## src/flash_dump_pkg.sv

```systemverilog
// flash dump shared definitions
// word and address sizes, dump length, serial timing,
// flash opcodes and the FSM encodings of reader and formatter

`default_nettype none

package flash_dump_pkg;

	// ------------------------------------------------------------------------
	// sizes
	// ------------------------------------------------------------------------
	localparam int BITS       = 8;   // one data word
	localparam int ADDR_BITS  = 24;  // three address words
	localparam int DUMP_BYTES = 16;  // bytes read per start
	localparam int FIFO_DEPTH = 4;   // address/data entries
	localparam int LINE_CHARS = 39;  // text line incl. cr/lf

	// ------------------------------------------------------------------------
	// clocks
	// ------------------------------------------------------------------------
	localparam int MAIN_CLK     = 27_000_000;
	localparam int SERIAL_CLK   = 115_200;
	localparam int CLKS_PER_BIT = MAIN_CLK / SERIAL_CLK;  // 234

	// spi flash commands
	typedef enum logic [7:0] {
		OP_READ = 8'h03  // read, 24 bit address follows
	} flash_op_t;

	// reader FSM
	typedef enum logic [2:0] {
		IDLE,
		CMD,    // opcode out
		ADDR,   // address out
		DATA,   // bytes in
		PAUSE,  // fifo full, select released
		DONE
	} reader_state_t;

	// one field per group of characters in a text line
	typedef enum logic [3:0] {
		ADDR_HI, SEP1, ADDR_MID, SEP2, ADDR_LO,
		SP1, RAW, SP2, BIN, CR, LF
	} line_field_t;

endpackage

`default_nettype wire
```

## src/flash_dump_top.sv

```systemverilog
// flash dump top level
// spi reader -> fifo -> line formatter -> uart.
// busy covers one dump from start until the last character is sent

`timescale 1ns/100ps
`default_nettype none

module flash_dump_top (
	input wire clk27,
	input wire rst,
	input wire start,
	output logic busy,

	output logic serial_tx,

	output logic flash_clk,
	output logic flash_sel,
	output logic flash_out,
	input wire flash_in
);

logic go;  // start while not busy
logic wr_valid, wr_ready, rd_valid, rd_ready, tx_valid, tx_ready;
logic [flash_dump_pkg::ADDR_BITS - 1 : 0] wr_addr, rd_addr;
logic [flash_dump_pkg::BITS - 1 : 0] wr_data, rd_data, tx_char;
logic reader_done, fmt_idle;

assign go = start && !busy;

always_ff @(posedge clk27, posedge rst) begin
	if (rst)
		busy <= 1'b0;
	else if (go)
		busy <= 1'b1;
	else if (reader_done && !rd_valid && fmt_idle && tx_ready)  // drained
		busy <= 1'b0;
end

spi_flash_reader reader (
	.clk27(clk27), .rst(rst), .start(go),
	.flash_clk(flash_clk), .flash_sel(flash_sel),
	.flash_out(flash_out), .flash_in(flash_in),
	.wr_valid(wr_valid), .wr_ready(wr_ready),
	.wr_addr(wr_addr), .wr_data(wr_data),
	.done(reader_done)
);

byte_fifo fifo (
	.clk27(clk27), .rst(rst),
	.wr_valid(wr_valid), .wr_ready(wr_ready), .wr_addr(wr_addr), .wr_data(wr_data),
	.rd_valid(rd_valid), .rd_ready(rd_ready), .rd_addr(rd_addr), .rd_data(rd_data)
);

dump_formatter formatter (
	.clk27(clk27), .rst(rst),
	.rd_valid(rd_valid), .rd_ready(rd_ready), .rd_addr(rd_addr), .rd_data(rd_data),
	.tx_valid(tx_valid), .tx_ready(tx_ready), .tx_char(tx_char),
	.idle(fmt_idle)
);

uart_tx uart (
	.clk27(clk27), .rst(rst),
	.tx_valid(tx_valid), .tx_ready(tx_ready), .tx_char(tx_char),
	.serial_tx(serial_tx)
);

endmodule

`default_nettype wire

```

## src/uart_tx.sv

```systemverilog
// asynchronous serial transmitter
// 8N1 at SERIAL_CLK, low bit first, one character per handshake

`timescale 1ns/100ps
`default_nettype none

module uart_tx (
	input wire clk27,
	input wire rst,

	input wire tx_valid,
	output logic tx_ready,
	input wire [flash_dump_pkg::BITS - 1 : 0] tx_char,

	output logic serial_tx
);

logic active;
logic [flash_dump_pkg::BITS + 1 : 0] frame;  // stop, data, start
logic [$clog2(flash_dump_pkg::CLKS_PER_BIT) - 1 : 0] baud_cnt;
logic [$clog2(flash_dump_pkg::BITS + 2) - 1 : 0] bit_cnt;

assign tx_ready = !active;
assign serial_tx = frame[0];  // line idles high

always_ff @(posedge clk27, posedge rst) begin
	if (rst) begin
		active <= 1'b0;
		frame <= '1;
		baud_cnt <= '0;
		bit_cnt <= '0;
	end else if (!active) begin
		if (tx_valid) begin
			active <= 1'b1;
			frame <= {1'b1, tx_char, 1'b0};
			baud_cnt <= '0;
			bit_cnt <= '0;
		end
	end else if (baud_cnt == $bits(baud_cnt)'(flash_dump_pkg::CLKS_PER_BIT - 1)) begin
		// bit period over
		baud_cnt <= '0;
		frame <= {1'b1, frame[flash_dump_pkg::BITS + 1 : 1]};
		if (bit_cnt == $bits(bit_cnt)'(flash_dump_pkg::BITS + 1))
			active <= 1'b0;  // stop bit sent
		else
			bit_cnt <= bit_cnt + 1'b1;
	end else begin
		baud_cnt <= baud_cnt + 1'b1;
	end
end

endmodule

`default_nettype wire

```

## src/dump_formatter.sv

```systemverilog
// dump line formatter
// turns one address/data entry into a text line:
// address as three binary groups, raw byte, binary byte, cr/lf.
// characters go out one per handshake

`timescale 1ns/100ps
`default_nettype none

module dump_formatter (
	input wire clk27,
	input wire rst,

	// entries from the fifo
	input wire rd_valid,
	output logic rd_ready,
	input wire [flash_dump_pkg::ADDR_BITS - 1 : 0] rd_addr,
	input wire [flash_dump_pkg::BITS - 1 : 0] rd_data,

	// characters to the uart
	output logic tx_valid,
	input wire tx_ready,
	output logic [flash_dump_pkg::BITS - 1 : 0] tx_char,

	output logic idle
);

logic active;  // a line is being sent
flash_dump_pkg::line_field_t field;
logic [$clog2(flash_dump_pkg::BITS) - 1 : 0] bit_cnt;  // digit within a field

logic [flash_dump_pkg::ADDR_BITS - 1 : 0] addr_q;
logic [flash_dump_pkg::BITS - 1 : 0] data_q;

logic [flash_dump_pkg::BITS - 1 : 0] cur_word;  // word shown as digits
logic digits;  // field has eight binary digits

assign rd_ready = !active;
assign tx_valid = active;
assign idle = !active;


// ----------------------------------------------------------------------------
// character selection
// ----------------------------------------------------------------------------
always_comb begin
	digits = 1'b1;
	cur_word = data_q;
	case (field)
		flash_dump_pkg::ADDR_HI:  cur_word = addr_q[2*flash_dump_pkg::BITS +: flash_dump_pkg::BITS];
		flash_dump_pkg::ADDR_MID: cur_word = addr_q[flash_dump_pkg::BITS +: flash_dump_pkg::BITS];
		flash_dump_pkg::ADDR_LO:  cur_word = addr_q[0 +: flash_dump_pkg::BITS];
		flash_dump_pkg::BIN:      cur_word = data_q;
		default:                  digits = 1'b0;
	endcase
end

always_comb begin
	case (field)
		flash_dump_pkg::SEP1, flash_dump_pkg::SEP2: tx_char = "_";
		flash_dump_pkg::SP1, flash_dump_pkg::SP2:   tx_char = " ";
		flash_dump_pkg::RAW:                        tx_char = data_q;
		flash_dump_pkg::CR:                         tx_char = 8'h0d;
		flash_dump_pkg::LF:                         tx_char = 8'h0a;
		default:  // binary digit, msb first
			tx_char = cur_word[(flash_dump_pkg::BITS - 1) - bit_cnt] ? "1" : "0";
	endcase
end


// ----------------------------------------------------------------------------
// field sequencing
// ----------------------------------------------------------------------------
always_ff @(posedge clk27, posedge rst) begin
	if (rst) begin
		active <= 1'b0;
		field <= flash_dump_pkg::ADDR_HI;
		bit_cnt <= '0;
	end else if (rd_valid && rd_ready) begin
		active <= 1'b1;
		field <= flash_dump_pkg::ADDR_HI;
		bit_cnt <= '0;
	end else if (tx_valid && tx_ready) begin
		if (digits && bit_cnt != $bits(bit_cnt)'(flash_dump_pkg::BITS - 1)) begin
			bit_cnt <= bit_cnt + 1'b1;
		end else begin
			bit_cnt <= '0;
			if (field == flash_dump_pkg::LF)
				active <= 1'b0;  // line complete
			else
				field <= flash_dump_pkg::line_field_t'(field + 1'b1);
		end
	end
end

always_ff @(posedge clk27) begin
	if (rd_valid && rd_ready) begin
		addr_q <= rd_addr;
		data_q <= rd_data;
	end
end

endmodule

`default_nettype wire

```

## src/byte_fifo.sv

```systemverilog
// address/data fifo
// circular buffer between the spi reader and the serial formatter

`timescale 1ns/100ps
`default_nettype none

module byte_fifo (
	input wire clk27,
	input wire rst,

	input wire wr_valid,
	output logic wr_ready,
	input wire [flash_dump_pkg::ADDR_BITS - 1 : 0] wr_addr,
	input wire [flash_dump_pkg::BITS - 1 : 0] wr_data,

	output logic rd_valid,
	input wire rd_ready,
	output logic [flash_dump_pkg::ADDR_BITS - 1 : 0] rd_addr,
	output logic [flash_dump_pkg::BITS - 1 : 0] rd_data
);

logic [flash_dump_pkg::ADDR_BITS - 1 : 0] addr_mem [flash_dump_pkg::FIFO_DEPTH];
logic [flash_dump_pkg::BITS - 1 : 0] data_mem [flash_dump_pkg::FIFO_DEPTH];

logic [$clog2(flash_dump_pkg::FIFO_DEPTH) - 1 : 0] wr_ptr, rd_ptr;
logic [$clog2(flash_dump_pkg::FIFO_DEPTH + 1) - 1 : 0] count;  // occupancy
logic do_wr, do_rd;

assign wr_ready = count != $bits(count)'(flash_dump_pkg::FIFO_DEPTH);  // not full
assign rd_valid = count != '0;  // not empty
assign rd_addr = addr_mem[rd_ptr];
assign rd_data = data_mem[rd_ptr];

assign do_wr = wr_valid && wr_ready;
assign do_rd = rd_valid && rd_ready;

always_ff @(posedge clk27, posedge rst) begin
	if (rst) begin
		wr_ptr <= '0;
		rd_ptr <= '0;
		count <= '0;
	end else begin
		if (do_wr)
			wr_ptr <= wr_ptr == $bits(wr_ptr)'(flash_dump_pkg::FIFO_DEPTH - 1) ? '0 : wr_ptr + 1'b1;
		if (do_rd)
			rd_ptr <= rd_ptr == $bits(rd_ptr)'(flash_dump_pkg::FIFO_DEPTH - 1) ? '0 : rd_ptr + 1'b1;
		if (do_wr && !do_rd)
			count <= count + 1'b1;
		else if (do_rd && !do_wr)
			count <= count - 1'b1;
	end
end

always_ff @(posedge clk27) begin
	if (do_wr) begin
		addr_mem[wr_ptr] <= wr_addr;
		data_mem[wr_ptr] <= wr_data;
	end
end

endmodule

`default_nettype wire

```

## src/spi_flash_reader.sv

```systemverilog
// spi flash reader
// sends a READ command from address 0 in spi mode 0 at clk27/2
// and streams the received bytes with their addresses to a fifo.
// a full fifo closes the transaction, which restarts at the next address

`timescale 1ns/100ps
`default_nettype none

module spi_flash_reader (
	input wire clk27,
	input wire rst,
	input wire start,

	// flash pins
	output logic flash_clk,
	output logic flash_sel,
	output logic flash_out,
	input wire flash_in,

	// write side of the fifo
	output logic wr_valid,
	input wire wr_ready,
	output logic [flash_dump_pkg::ADDR_BITS - 1 : 0] wr_addr,
	output logic [flash_dump_pkg::BITS - 1 : 0] wr_data,

	output logic done
);

flash_dump_pkg::reader_state_t state;

logic [flash_dump_pkg::BITS + flash_dump_pkg::ADDR_BITS - 1 : 0] tx_shift;  // opcode & address
logic [flash_dump_pkg::BITS - 1 : 0] rx_shift;
logic [$clog2(flash_dump_pkg::ADDR_BITS) - 1 : 0] bit_cnt;
logic [$clog2(flash_dump_pkg::DUMP_BYTES) - 1 : 0] byte_cnt;
logic [flash_dump_pkg::ADDR_BITS - 1 : 0] cur_addr;  // address of the byte being read
logic byte_end;

assign flash_out = tx_shift[$left(tx_shift)];  // msb first
assign byte_end = state == flash_dump_pkg::DATA && flash_clk
	&& bit_cnt == $bits(bit_cnt)'(flash_dump_pkg::BITS - 1);
assign done = state == flash_dump_pkg::DONE && !wr_valid;  // last byte handed over


// ----------------------------------------------------------------------------
// control
// ----------------------------------------------------------------------------
always_ff @(posedge clk27, posedge rst) begin
	if (rst) begin
		state <= flash_dump_pkg::IDLE;
		flash_clk <= 1'b0;
		flash_sel <= 1'b1;
		tx_shift <= '0;
		bit_cnt <= '0;
		byte_cnt <= '0;
		cur_addr <= '0;
		wr_valid <= 1'b0;
	end else begin
		if (wr_valid && wr_ready)
			wr_valid <= 1'b0;

		case (state)
			flash_dump_pkg::IDLE, flash_dump_pkg::DONE: begin
				if (start) begin
					state <= flash_dump_pkg::CMD;
					flash_sel <= 1'b0;
					tx_shift <= {flash_dump_pkg::OP_READ, flash_dump_pkg::ADDR_BITS'(0)};
					bit_cnt <= '0;
					byte_cnt <= '0;
					cur_addr <= '0;
				end
			end

			flash_dump_pkg::CMD: begin
				flash_clk <= ~flash_clk;
				if (flash_clk) begin  // falling edge, next bit out
					tx_shift <= tx_shift << 1;
					bit_cnt <= bit_cnt + 1'b1;
					if (bit_cnt == $bits(bit_cnt)'(flash_dump_pkg::BITS - 1)) begin
						state <= flash_dump_pkg::ADDR;
						bit_cnt <= '0;
					end
				end
			end

			flash_dump_pkg::ADDR: begin
				flash_clk <= ~flash_clk;
				if (flash_clk) begin
					tx_shift <= tx_shift << 1;
					bit_cnt <= bit_cnt + 1'b1;
					if (bit_cnt == $bits(bit_cnt)'(flash_dump_pkg::ADDR_BITS - 1)) begin
						state <= flash_dump_pkg::DATA;
						bit_cnt <= '0;
					end
				end
			end

			flash_dump_pkg::DATA: begin
				flash_clk <= ~flash_clk;
				if (flash_clk)
					bit_cnt <= bit_cnt + 1'b1;
				if (byte_end) begin
					wr_valid <= 1'b1;
					bit_cnt <= '0;
					byte_cnt <= byte_cnt + 1'b1;
					cur_addr <= cur_addr + 1'b1;
					if (byte_cnt == $bits(byte_cnt)'(flash_dump_pkg::DUMP_BYTES - 1)) begin
						state <= flash_dump_pkg::DONE;
						flash_sel <= 1'b1;
					end else if (!wr_ready) begin  // no room for the next byte
						state <= flash_dump_pkg::PAUSE;
						flash_sel <= 1'b1;
					end
				end
			end

			flash_dump_pkg::PAUSE: begin
				// resume once the held byte is taken
				if (!wr_valid || wr_ready) begin
					state <= flash_dump_pkg::CMD;
					flash_sel <= 1'b0;
					tx_shift <= {flash_dump_pkg::OP_READ, cur_addr};
					bit_cnt <= '0;
				end
			end

			default: state <= flash_dump_pkg::IDLE;
		endcase
	end
end


// ----------------------------------------------------------------------------
// data path
// ----------------------------------------------------------------------------
always_ff @(posedge clk27) begin
	if (state == flash_dump_pkg::DATA && !flash_clk)  // rising edge of flash_clk
		rx_shift <= {rx_shift[flash_dump_pkg::BITS - 2 : 0], flash_in};
	if (byte_end) begin
		wr_data <= rx_shift;
		wr_addr <= cur_addr;
	end
end

endmodule

`default_nettype wire

```

## config.mk

```make
export PLATFORM = sky130hd
export DESIGN_NAME = flash_dump_top
export DESIGN_NICKNAME = d
export VERILOG_FILES = /design/src/flash_dump_pkg.sv /design/src/flash_dump_top.sv /design/src/uart_tx.sv /design/src/dump_formatter.sv /design/src/byte_fifo.sv /design/src/spi_flash_reader.sv
export SDC_FILE = /design/constraint.sdc
export NUM_CORES = 1
export LEC_CHECK = 0
export ABC_AREA = 1
export BUFFER_PORTS_ARGS = -buffer_cell sky130_fd_sc_hd__buf_2
export CAP_MARGIN = 0
export CORE_MARGIN = 2
export CORE_UTILIZATION = 55
export DETAILED_ROUTE_END_ITERATION = 12
export PLACE_DENSITY = 0.7
export SYNTH_ARGS = -nofsm -noshare
export SYNTH_HDL_FRONTEND = slang
export SYNTH_SLANG_ARGS = --single-unit
```

## constraint.sdc

```tcl
create_clock -name clk27 -period 4.5 [get_ports clk27]
set_input_delay 1.125 -clock clk27 [delete_from_list [all_inputs] [get_ports clk27]]
set_output_delay 1.125 -clock clk27 [all_outputs]
set_load 0.01 [all_outputs]
```

==> PnR_summary.wiki, run 1 <==
{| class="wikitable"
! Metric !! Value
|-
| Total of hold buffers inserted after clock tree synthesis || 0
|-
| Power Dens Cells || 390 nW/um^2
|-
| Sink Count || 309
|-
| Launch point of the worst path || reader.state[1]
|-
| Synth async-reset ratio || 0.353
|-
| Leak Pwr || 0.00526 uW
|-
| Internal power component || 4560 uW
|-
| Worst setup path class || reg -> reg
|-
| DRT Wirelength || 25700 microns
|-
| Vias per inst || 5.60
|-
| Top cell type by total area after synthesis || sky130_fd_sc_hd__edfxtp_1
|-
| Buffers on Ports || 8
|-
| Via count of the first global-routing pass || 8248
|-
| Die Area || 24900 sq um
|-
| Std-Cell Core Area || 23300 sq um
|-
| TritonCTS clock tree || done
|-
| Level count of the clock H-tree || 1
|-
| Number of cells in the design after placement || 1485
|-
| Non-filler instance count after layout || 1541
|-
| Cell depth of the worst min-delay path || 0
|-
| Startpoint of the lowest-slack hold path || reader.rx_shift[7]
|-
| Crit end category || flop
|-
| Number of unique standard cell types used by synthesis || 44
|-
| Overall fraction of global-route tracks in use || 0.214
|-
| Number of detailed-routing iterations run before antenna repair || 6
|-
| Sw Ratio || 0.192
|-
| Status || completed
|-
| Post-synthesis sequential element count || 309
|-
| Area of the mapped netlist || 13000 sq um
|-
| CP startpoint kind || flop
|-
| DP Wirelength || 16400 microns
|-
| Setup slack of the critical path after layout || 1.54 ns
|-
| Data arrival time of the worst path || 3.42 ns
|-
| Vertical die dimension || 158 microns
|-
| DP Worst Slack || 1.55 ns
|-
| Initial antenna violation count || 0
|-
| Number of warnings printed during yosys synthesis || 0
|-
| TritonCTS buffer count || 30
|-
| Sw Pwr || 1080 uW
|-
| Portion of the post-synthesis area used by sequential elements || 0.671
|-
| Routability cong. || 0.872
|-
| Number of enable-type register cells in the synthesized netlist || 200
|-
| Syn Inst Count || 1186
|-
| Average detailed-routed wire length per instance || 16.7 microns
|-
| Area added between synthesis and finish || 11.0%
|-
| Gates resized, CTS repair || 0
|-
| Launch instance of the worst register-to-register path || reader.state[1]
|-
| Final critical delay including setup and external delays || 2.96 ns
|-
| Maximum number of pins on one net before global-route repair || 68
|-
| Proportion of power drawn by the clock network || 0.461
|-
| End of the worst register-to-register path || reader.tx_shift[23]
|-
| Remaining max-slew budget at the tightest pin || 0.277
|-
| Number of vias in the routed layout || 8630
|-
| Final routed DRC violation total || 0
|-
| Post-synth top flop || sky130_fd_sc_hd__edfxtp_1
|-
| Class of the most critical hold timing path || reg -> reg
|-
| Max clock buf depth || 3
|-
| Power share of the combinational group || 0.006
|-
| RSZ-0062 raised after global routing || false
|-
| DP Area || 13400 sq um
|-
| Final Hold Fails || 0
|-
| Diodes inserted || 0
|-
| Leading post-synthesis cells by cell area || sky130_fd_sc_hd__edfxtp_1 (46%), sky130_fd_sc_hd__dfrtp_1 (19%), sky130_fd_sc_hd__o21ai_0 (5.7%), sky130_fd_sc_hd__nand2_1 (4.2%), sky130_fd_sc_hd__inv_1 (3.9%)
|-
| Number of DRC markers after the initial detailed-route iteration || 860
|-
| Synthesized area per cell || 11.0 sq um
|-
| Final setup violation count || 0
|-
| FP Rows || 56
|-
| Effective utilization at floorplan || 0.559
|-
| Worst supply voltage drop on vdd || 0.000315 V
|-
| Number of max-slew violations in the final report || 0
|-
| Largest fanout of any net on the critical path || 64
|-
| Depth of the worst register-to-register path || 10
|-
| Wire length of the first global-routing pass || 41800 microns
|-
| Share of cells above drive strength 1 || 0.0843
|-
| Post-CTS Setup Repair Bufs || 0
|-
| Filler Cell Count || 1779
|-
| Skew final || 0.0272 ns
|-
| Total congestion overflow || 0
|-
| Maximum capacitance violations || 0
|-
| Highest attainable clock frequency || 0.338 GHz
|-
| Final net count || 1222
|-
| Number of I/O pins || 9
|-
| Die boundary width || 158 microns
|-
| Number of antenna-violating nets in the routed design || 0
|-
| Area fraction of the dominant cell type after synthesis || 0.461
|-
| Clock insertion delay at the later pin of the skew report || 0.56 ns
|-
| Slew at the pin closest to its max-slew limit || 1.08 ns
|-
| Synthesized net count || 1210
|-
| Post-route clock period utilization || 0.658
|-
| Seq pwr share || 0.533
|-
| Critical Path RT || 4.96 ns
|-
| Clock transition at the register clock pins on the worst setup and hold paths after CTS || 0.06 ns
|-
| Post-route design area || 14500 sq um
|-
| Worst-case hold path end point || reader.wr_data[7]
|-
| Clk root buf || sky130_fd_sc_hd__clkbuf_16
|-
| Total negative slack || 0 ns
|-
| Register-to-Register Setup Slack || 1.54 ns
|}
==> cell families after synthesis <==
| group | synth area share |
|---|---|
| compound gates | 0.113 |
| xor+xnor | 0.00874 |
| fa+ha+maj | 0.0198 |
| buf+inv | 0.0516 |
| flops | 0.671 |
| simple gates | 0.136 |
==> cell usage after synthesis, drive strengths merged, types with 3 or more instances <==
cell      n
o31ai     8
nand3    65
dfstp    10
a31oi     7
o211ai    4
clkbuf   33
a21oi    30
a211oi    5
buf       6
ha       19
o22ai    48
dfrtp    99
and3      3
nand2   147
nor2    134
o21ai   150
nor4      7
o21a      4
inv     137
xor2      9
edfxtp  200
nand4    16
xnor2     4
nor3     28
==> final cells by class <==
cell class	instances	area [sq um]	area share
Timing Repair Buffer	19	123	0.00848
Clock buffer	36	793	0.0548
Sequential cell	309	8750	0.605
Clock inverter	20	250	0.0173
Multi-Input combinational cell	700	3630	0.251
Inverter	138	520	0.0360
Tap cell	319	399	0.0276
==> per-stage QoR <==
stage          power (uW)   util  hold WS (ns)
2_1_floorplan        3090      -         0.400
6_report             5650  0.620         0.429
3_3_place_gp         3100  0.575         0.404
5_1_grt              5810  0.620         0.441
3_5_place_dp         3100  0.575         0.412
4_1_cts              5690  0.620         0.426
==> layout by cell type, fill, tap and decap left out, drive strengths merged, types with 3 or more instances in the layout <==
cell / n
o21a: 4
nor4: 7
ha: 19
xor2: 9
o31ai: 8
edfxtp: 200
bufinv: 5
nor3: 28
clkinvlp: 3
clkinv: 10
o21ai: 150
nand3: 65
nand4: 16
inv: 140
and3: 3
a21oi: 30
dfrtp: 99
clkbuf: 36
o22ai: 48
o211ai: 4
buf: 19
nand2: 147
a31oi: 7
xnor2: 4
nor2: 134
dfstp: 10
a211oi: 5
==> worst max-delay path by stage <==
stage	to	slack, ns	cells past startpoint
5_1_grt	reader.tx_shift[23]	1.22	10
4_1_cts	reader.tx_shift[23]	1.53	10
2_1_floorplan	busy	0.52	1
3_3_place_gp	reader.tx_shift[23]	1.62	10
3_5_place_dp	reader.tx_shift[23]	1.55	10
6_report	reader.tx_shift[23]	1.54	10
==> layer usage <==
layer  share of wire  wire, microns  track usage  vias to the layer above
met4           0.035            908       0.0805                        0
li1                -              -            -                     4171
met3           0.054           1400       0.0301                       64
met5               0              0            0                        -
met2            0.48          12300        0.360                      278
met1            0.43          11100        0.284                     4117
==> critical path, stage by stage, from the launching register on <==
cell and delay (ns):
sky130_fd_sc_hd__dfrtp_1 0.41, sky130_fd_sc_hd__inv_1 0.39, sky130_fd_sc_hd__nor3_1 0.13, sky130_fd_sc_hd__inv_1 0.11
sky130_fd_sc_hd__nand2_2 0.13, sky130_fd_sc_hd__inv_1 0.54, sky130_fd_sc_hd__nor2_1 0.20, sky130_fd_sc_hd__nor3_4 0.19
sky130_fd_sc_hd__buf_4 0.44, sky130_fd_sc_hd__o211ai_1 0.16, sky130_fd_sc_hd__o21a_1 0.14
==> power by group through the flow <==
stage	Combinational (uW)	Sequential (uW)	Clock, uW
after detailed placement	37.2	3070	0
final	35.6	3010	2600
after global routing	43.1	3010	2760
after CTS	37.2	3010	2640
after floorplan	24.2	3070	0
after global placement	36.5	3070	0
==> registers in the layout (all words and copies together) (netlist names), 2 cells and up <==
name and cells:
fifo.addr_mem 96, fifo.data_mem 32, reader.tx_shift 32, formatter.addr_q 24, reader.cur_addr 24, reader.wr_addr 24
uart.frame 9, formatter.data_q 8, reader.rx_shift 8, reader.wr_data 8, uart.baud_cnt 8, reader.bit_cnt 5
formatter.field 4, reader.byte_cnt 4, uart.bit_cnt 4, fifo.count 3, formatter.bit_cnt 3, reader.state 3
fifo.rd_ptr 2, fifo.wr_ptr 2
Note: power is estimated with default switching activity, not from simulation.
==> inputs of run 2 (changes only) <==
- clock period: 4.5 -> 2.97 ns (I/O delays scaled with it)
==> run 2 against run 1 <==
  * Sequential share of layout area fell by 0.65 points
  * Sequential power increased by 51%
  * Cell count is 0.91% higher
  * Routed wire length is 2.1% higher
  * First-iteration DRC count decreased by 15%
  * Clock skew down 0.017 ns
  * Register-to-register slack got worse by 1.1 ns
  * Non-clock buffer count up 15
  * Fmax grew 17%
  * Core utilization up 0.67 points
  * Largest cell class unchanged
==> PnR_summary.wiki, run 2 (synthesized netlist as in run 1, its figures left out) <==
{| class="wikitable"
! Metric !! Value
|-
| Status || completed
|-
| Skew final || 0.0103 ns (-0.0169 ns)
|-
| Number of cells in the design after placement || 1500 (+1.0%)
|-
| Clk root buf || sky130_fd_sc_hd__clkbuf_16
|-
| Number of detailed-routing iterations run before antenna repair || 5 (-1)
|-
| Sink Count || 309 (unchanged)
|-
| Filler Cell Count || 1775 (-0.22%)
|-
| Post-Route Hold Slack || 0.319 ns (-0.110 ns)
|-
| Non-filler instance count after layout || 1555 (+0.91%)
|-
| Top library cells by usage in the layout, fill and taps aside || sky130_fd_sc_hd__edfxtp_1 (200), sky130_fd_sc_hd__o21ai_0 (149), sky130_fd_sc_hd__nand2_1 (145)
|-
| Vias per inst || 5.53 (-1.2%)
|-
| Class of the most critical hold timing path || in -> async
|-
| Leading cell type in the layout, fill and taps excluded || sky130_fd_sc_hd__edfxtp_1
|-
| Number of DRC markers after the initial detailed-route iteration || 733 (-15%)
|-
| Final setup violation count || 0 (unchanged)
|-
| Sw Ratio || 0.191 (-0.00139)
|-
| Sw Pwr || 1600 uW (+47%)
|-
| Level count of the clock H-tree || 1 (unchanged)
|-
| Data arrival time of the worst path || 3.00 ns (-0.42 ns)
|-
| Clock insertion delay at the later pin of the skew report || 0.55 ns (about the same)
|-
| Power Dens Cells || 572 nW/um^2 (+47%)
|-
| Maximum capacitance violations || 0 (unchanged)
|-
| FP Rows || 56 (unchanged)
|-
| DP Area || 13600 sq um (+1.6%)
|-
| Via count of the first global-routing pass || 8393 (+1.8%)
|-
| Critical Path RT || 3.43 ns (-1.53 ns)
|-
| Clock transition at the register clock pins on the worst setup and hold paths after CTS || 0.06 ns (about the same)
|-
| Final Hold Fails || 0 (unchanged)
|-
| CP startpoint kind || flop
|-
| Number of flip-flops under the largest register name || 96 (unchanged)
|-
| Total of hold buffers inserted after clock tree synthesis || 0 (unchanged)
|-
| Registers with the highest flip-flop counts || fifo.addr_mem x96, fifo.data_mem x32, reader.tx_shift x32
|-
| Slew at the pin closest to its max-slew limit || 0.882 ns (-0.201 ns)
|-
| Remaining max-slew budget at the tightest pin || 0.411 (+0.134)
|-
| Launch instance of the worst register-to-register path || reader.state[1]
|-
| Die Area || 24900 sq um (unchanged)
|-
| Number of I/O pins || 9 (unchanged)
|-
| Largest fanout of any net on the critical path || 25 (-61%)
|-
| Max clock buf depth || 3 (unchanged)
|-
| Number of vias in the routed layout || 8604 (-0.30%)
|-
| DRT Wirelength || 26200 microns (+2.1%)
|-
| Crit end category || flop
|-
| Die boundary width || 158 microns (unchanged)
|-
| Number of antenna-violating nets in the routed design || 0 (unchanged)
|-
| DP Wirelength || 17100 microns (+4.4%)
|-
| Area added between synthesis and finish || 12.2%
|-
| RSZ-0062 raised after global routing || false
|-
| Std-Cell Core Area || 23300 sq um (unchanged)
|-
| Post-route design area || 14600 sq um (+1.1%)
|-
| Total congestion overflow || 0 (unchanged)
|-
| Effective utilization at floorplan || 0.559 (unchanged)
|-
| Diodes inserted || 0 (unchanged)
|-
| Highest attainable clock frequency || 0.394 GHz (+17%)
|-
| Post-route clock period utilization || 0.854 (+0.196)
|-
| Worst setup path class || reg -> reg
|-
| Wire length of the first global-routing pass || 42900 microns (+2.7%)
|-
| TritonCTS buffer count || 31 (+3.3%)
|-
| Internal power component || 6770 uW (+48%)
|-
| TritonCTS clock tree || done
|-
| Worst supply voltage drop on vdd || 0.000452 V (+43%)
|-
| Top register by number of flip-flops || fifo.addr_mem
|-
| Post-CTS Setup Repair Bufs || 0 (unchanged)
|-
| Average detailed-routed wire length per instance || 16.9 microns (+1.2%)
|-
| Seq pwr share || 0.545 (+0.012)
|-
| Number of max-slew violations in the final report || 0 (unchanged)
|-
| Vertical die dimension || 158 microns (unchanged)
|-
| Overall fraction of global-route tracks in use || 0.221 (+0.00747)
|-
| Register-to-Register Setup Slack || 0.43 ns (-1.11 ns)
|-
| Proportion of power drawn by the clock network || 0.448 (-0.013)
|-
| Initial antenna violation count || 0 (unchanged)
|-
| Gates resized, CTS repair || 0 (unchanged)
|-
| End of the worst register-to-register path || reader.cur_addr[14]
|-
| Buffers on Ports || 8 (unchanged)
|-
| Maximum number of pins on one net before global-route repair || 67 (-1.5%)
|-
| Share of cells above drive strength 1 || 0.0914 (+0.00714)
|-
| Power share of the combinational group || 0.007 (about the same)
|-
| Routability cong. || 0.909 (+4.2%)
|-
| Final routed DRC violation total || 0 (unchanged)
|-
| Final critical delay including setup and external delays || 2.54 ns (-0.423 ns)
|-
| Final net count || 1238 (+1.3%)
|-
| Total negative slack || 0 ns (unchanged)
|-
| Depth of the worst register-to-register path || 10 (unchanged)
|-
| Leak Pwr || 0.00532 uW (+1.2%)
|}
[run 2: through the flow]
| step | setup WS, ns | power [uW] | util |
|---|---|---|---|
| final | 0.433 | 8370 | 0.627 |
| after global placement | 0.550 | 4710 | 0.584 |
| after floorplan | 0.238 | 4680 | - |
| after global routing | 0.143 | 8630 | 0.627 |
| after CTS | 0.467 | 8450 | 0.627 |
| after detailed placement | 0.489 | 4710 | 0.584 |
[run 2: cell type report]
class	count	area [sq um]	area share
Timing Repair Buffer	34	335	0.0229
Sequential cell	309	8750	0.598
Tap cell	319	399	0.0273
Clock buffer	41	823	0.0563
Multi-Input combinational cell	700	3630	0.248
Clock inverter	14	163	0.0111
Inverter	138	522	0.0357
[run 2: worst max path at each step]
stage	end	from	depth (start not counted)	slack, ns
floorplan	fifo.addr_mem[0][0]	fifo.count[0]	6	0.24
global placement	reader.cur_addr[14]	reader.state[1]	10	0.55
detailed placement	reader.cur_addr[14]	reader.state[1]	10	0.49
CTS	reader.cur_addr[14]	reader.state[1]	10	0.47
global route	reader.cur_addr[14]	reader.state[1]	10	0.14
finish	reader.cur_addr[14]	reader.state[1]	10	0.43
[run 2: critical path, stage by stage (launching register included)]
cell                       delay, ns
sky130_fd_sc_hd__dfrtp_1        0.39
sky130_fd_sc_hd__inv_1          0.24
sky130_fd_sc_hd__nor3_4         0.37
sky130_fd_sc_hd__nand3_2        0.21
sky130_fd_sc_hd__nand2_1        0.12
sky130_fd_sc_hd__nand2_2        0.30
sky130_fd_sc_hd__nor2_2         0.24
sky130_fd_sc_hd__nand2_1        0.10
sky130_fd_sc_hd__nor2_2         0.19
sky130_fd_sc_hd__a21oi_1        0.09
sky130_fd_sc_hd__a211oi_1       0.18
[run 2: power by group through the flow]
stage	clock, uW	combinational, uW	sequential, uW
6_report	3750	58.5	4560
5_1_grt	4000	68.5	4560
4_1_cts	3830	61.1	4560
3_5_place_dp	0	61.0	4650
3_3_place_gp	0	60.1	4650
2_1_floorplan	0	37.0	4640
[run 2: routing by layer]
layer / global-route usage / vias to the layer above / share of wire / wire length [microns]
met5: 0 / - / 0 / 0
met4: 0.0740 / 0 / 0.027 / 702
met3: 0.0334 / 57 / 0.047 / 1230
met2: 0.377 / 224 / 0.49 / 12800
met1: 0.292 / 4133 / 0.44 / 11500
li1: - / 4190 / - / -
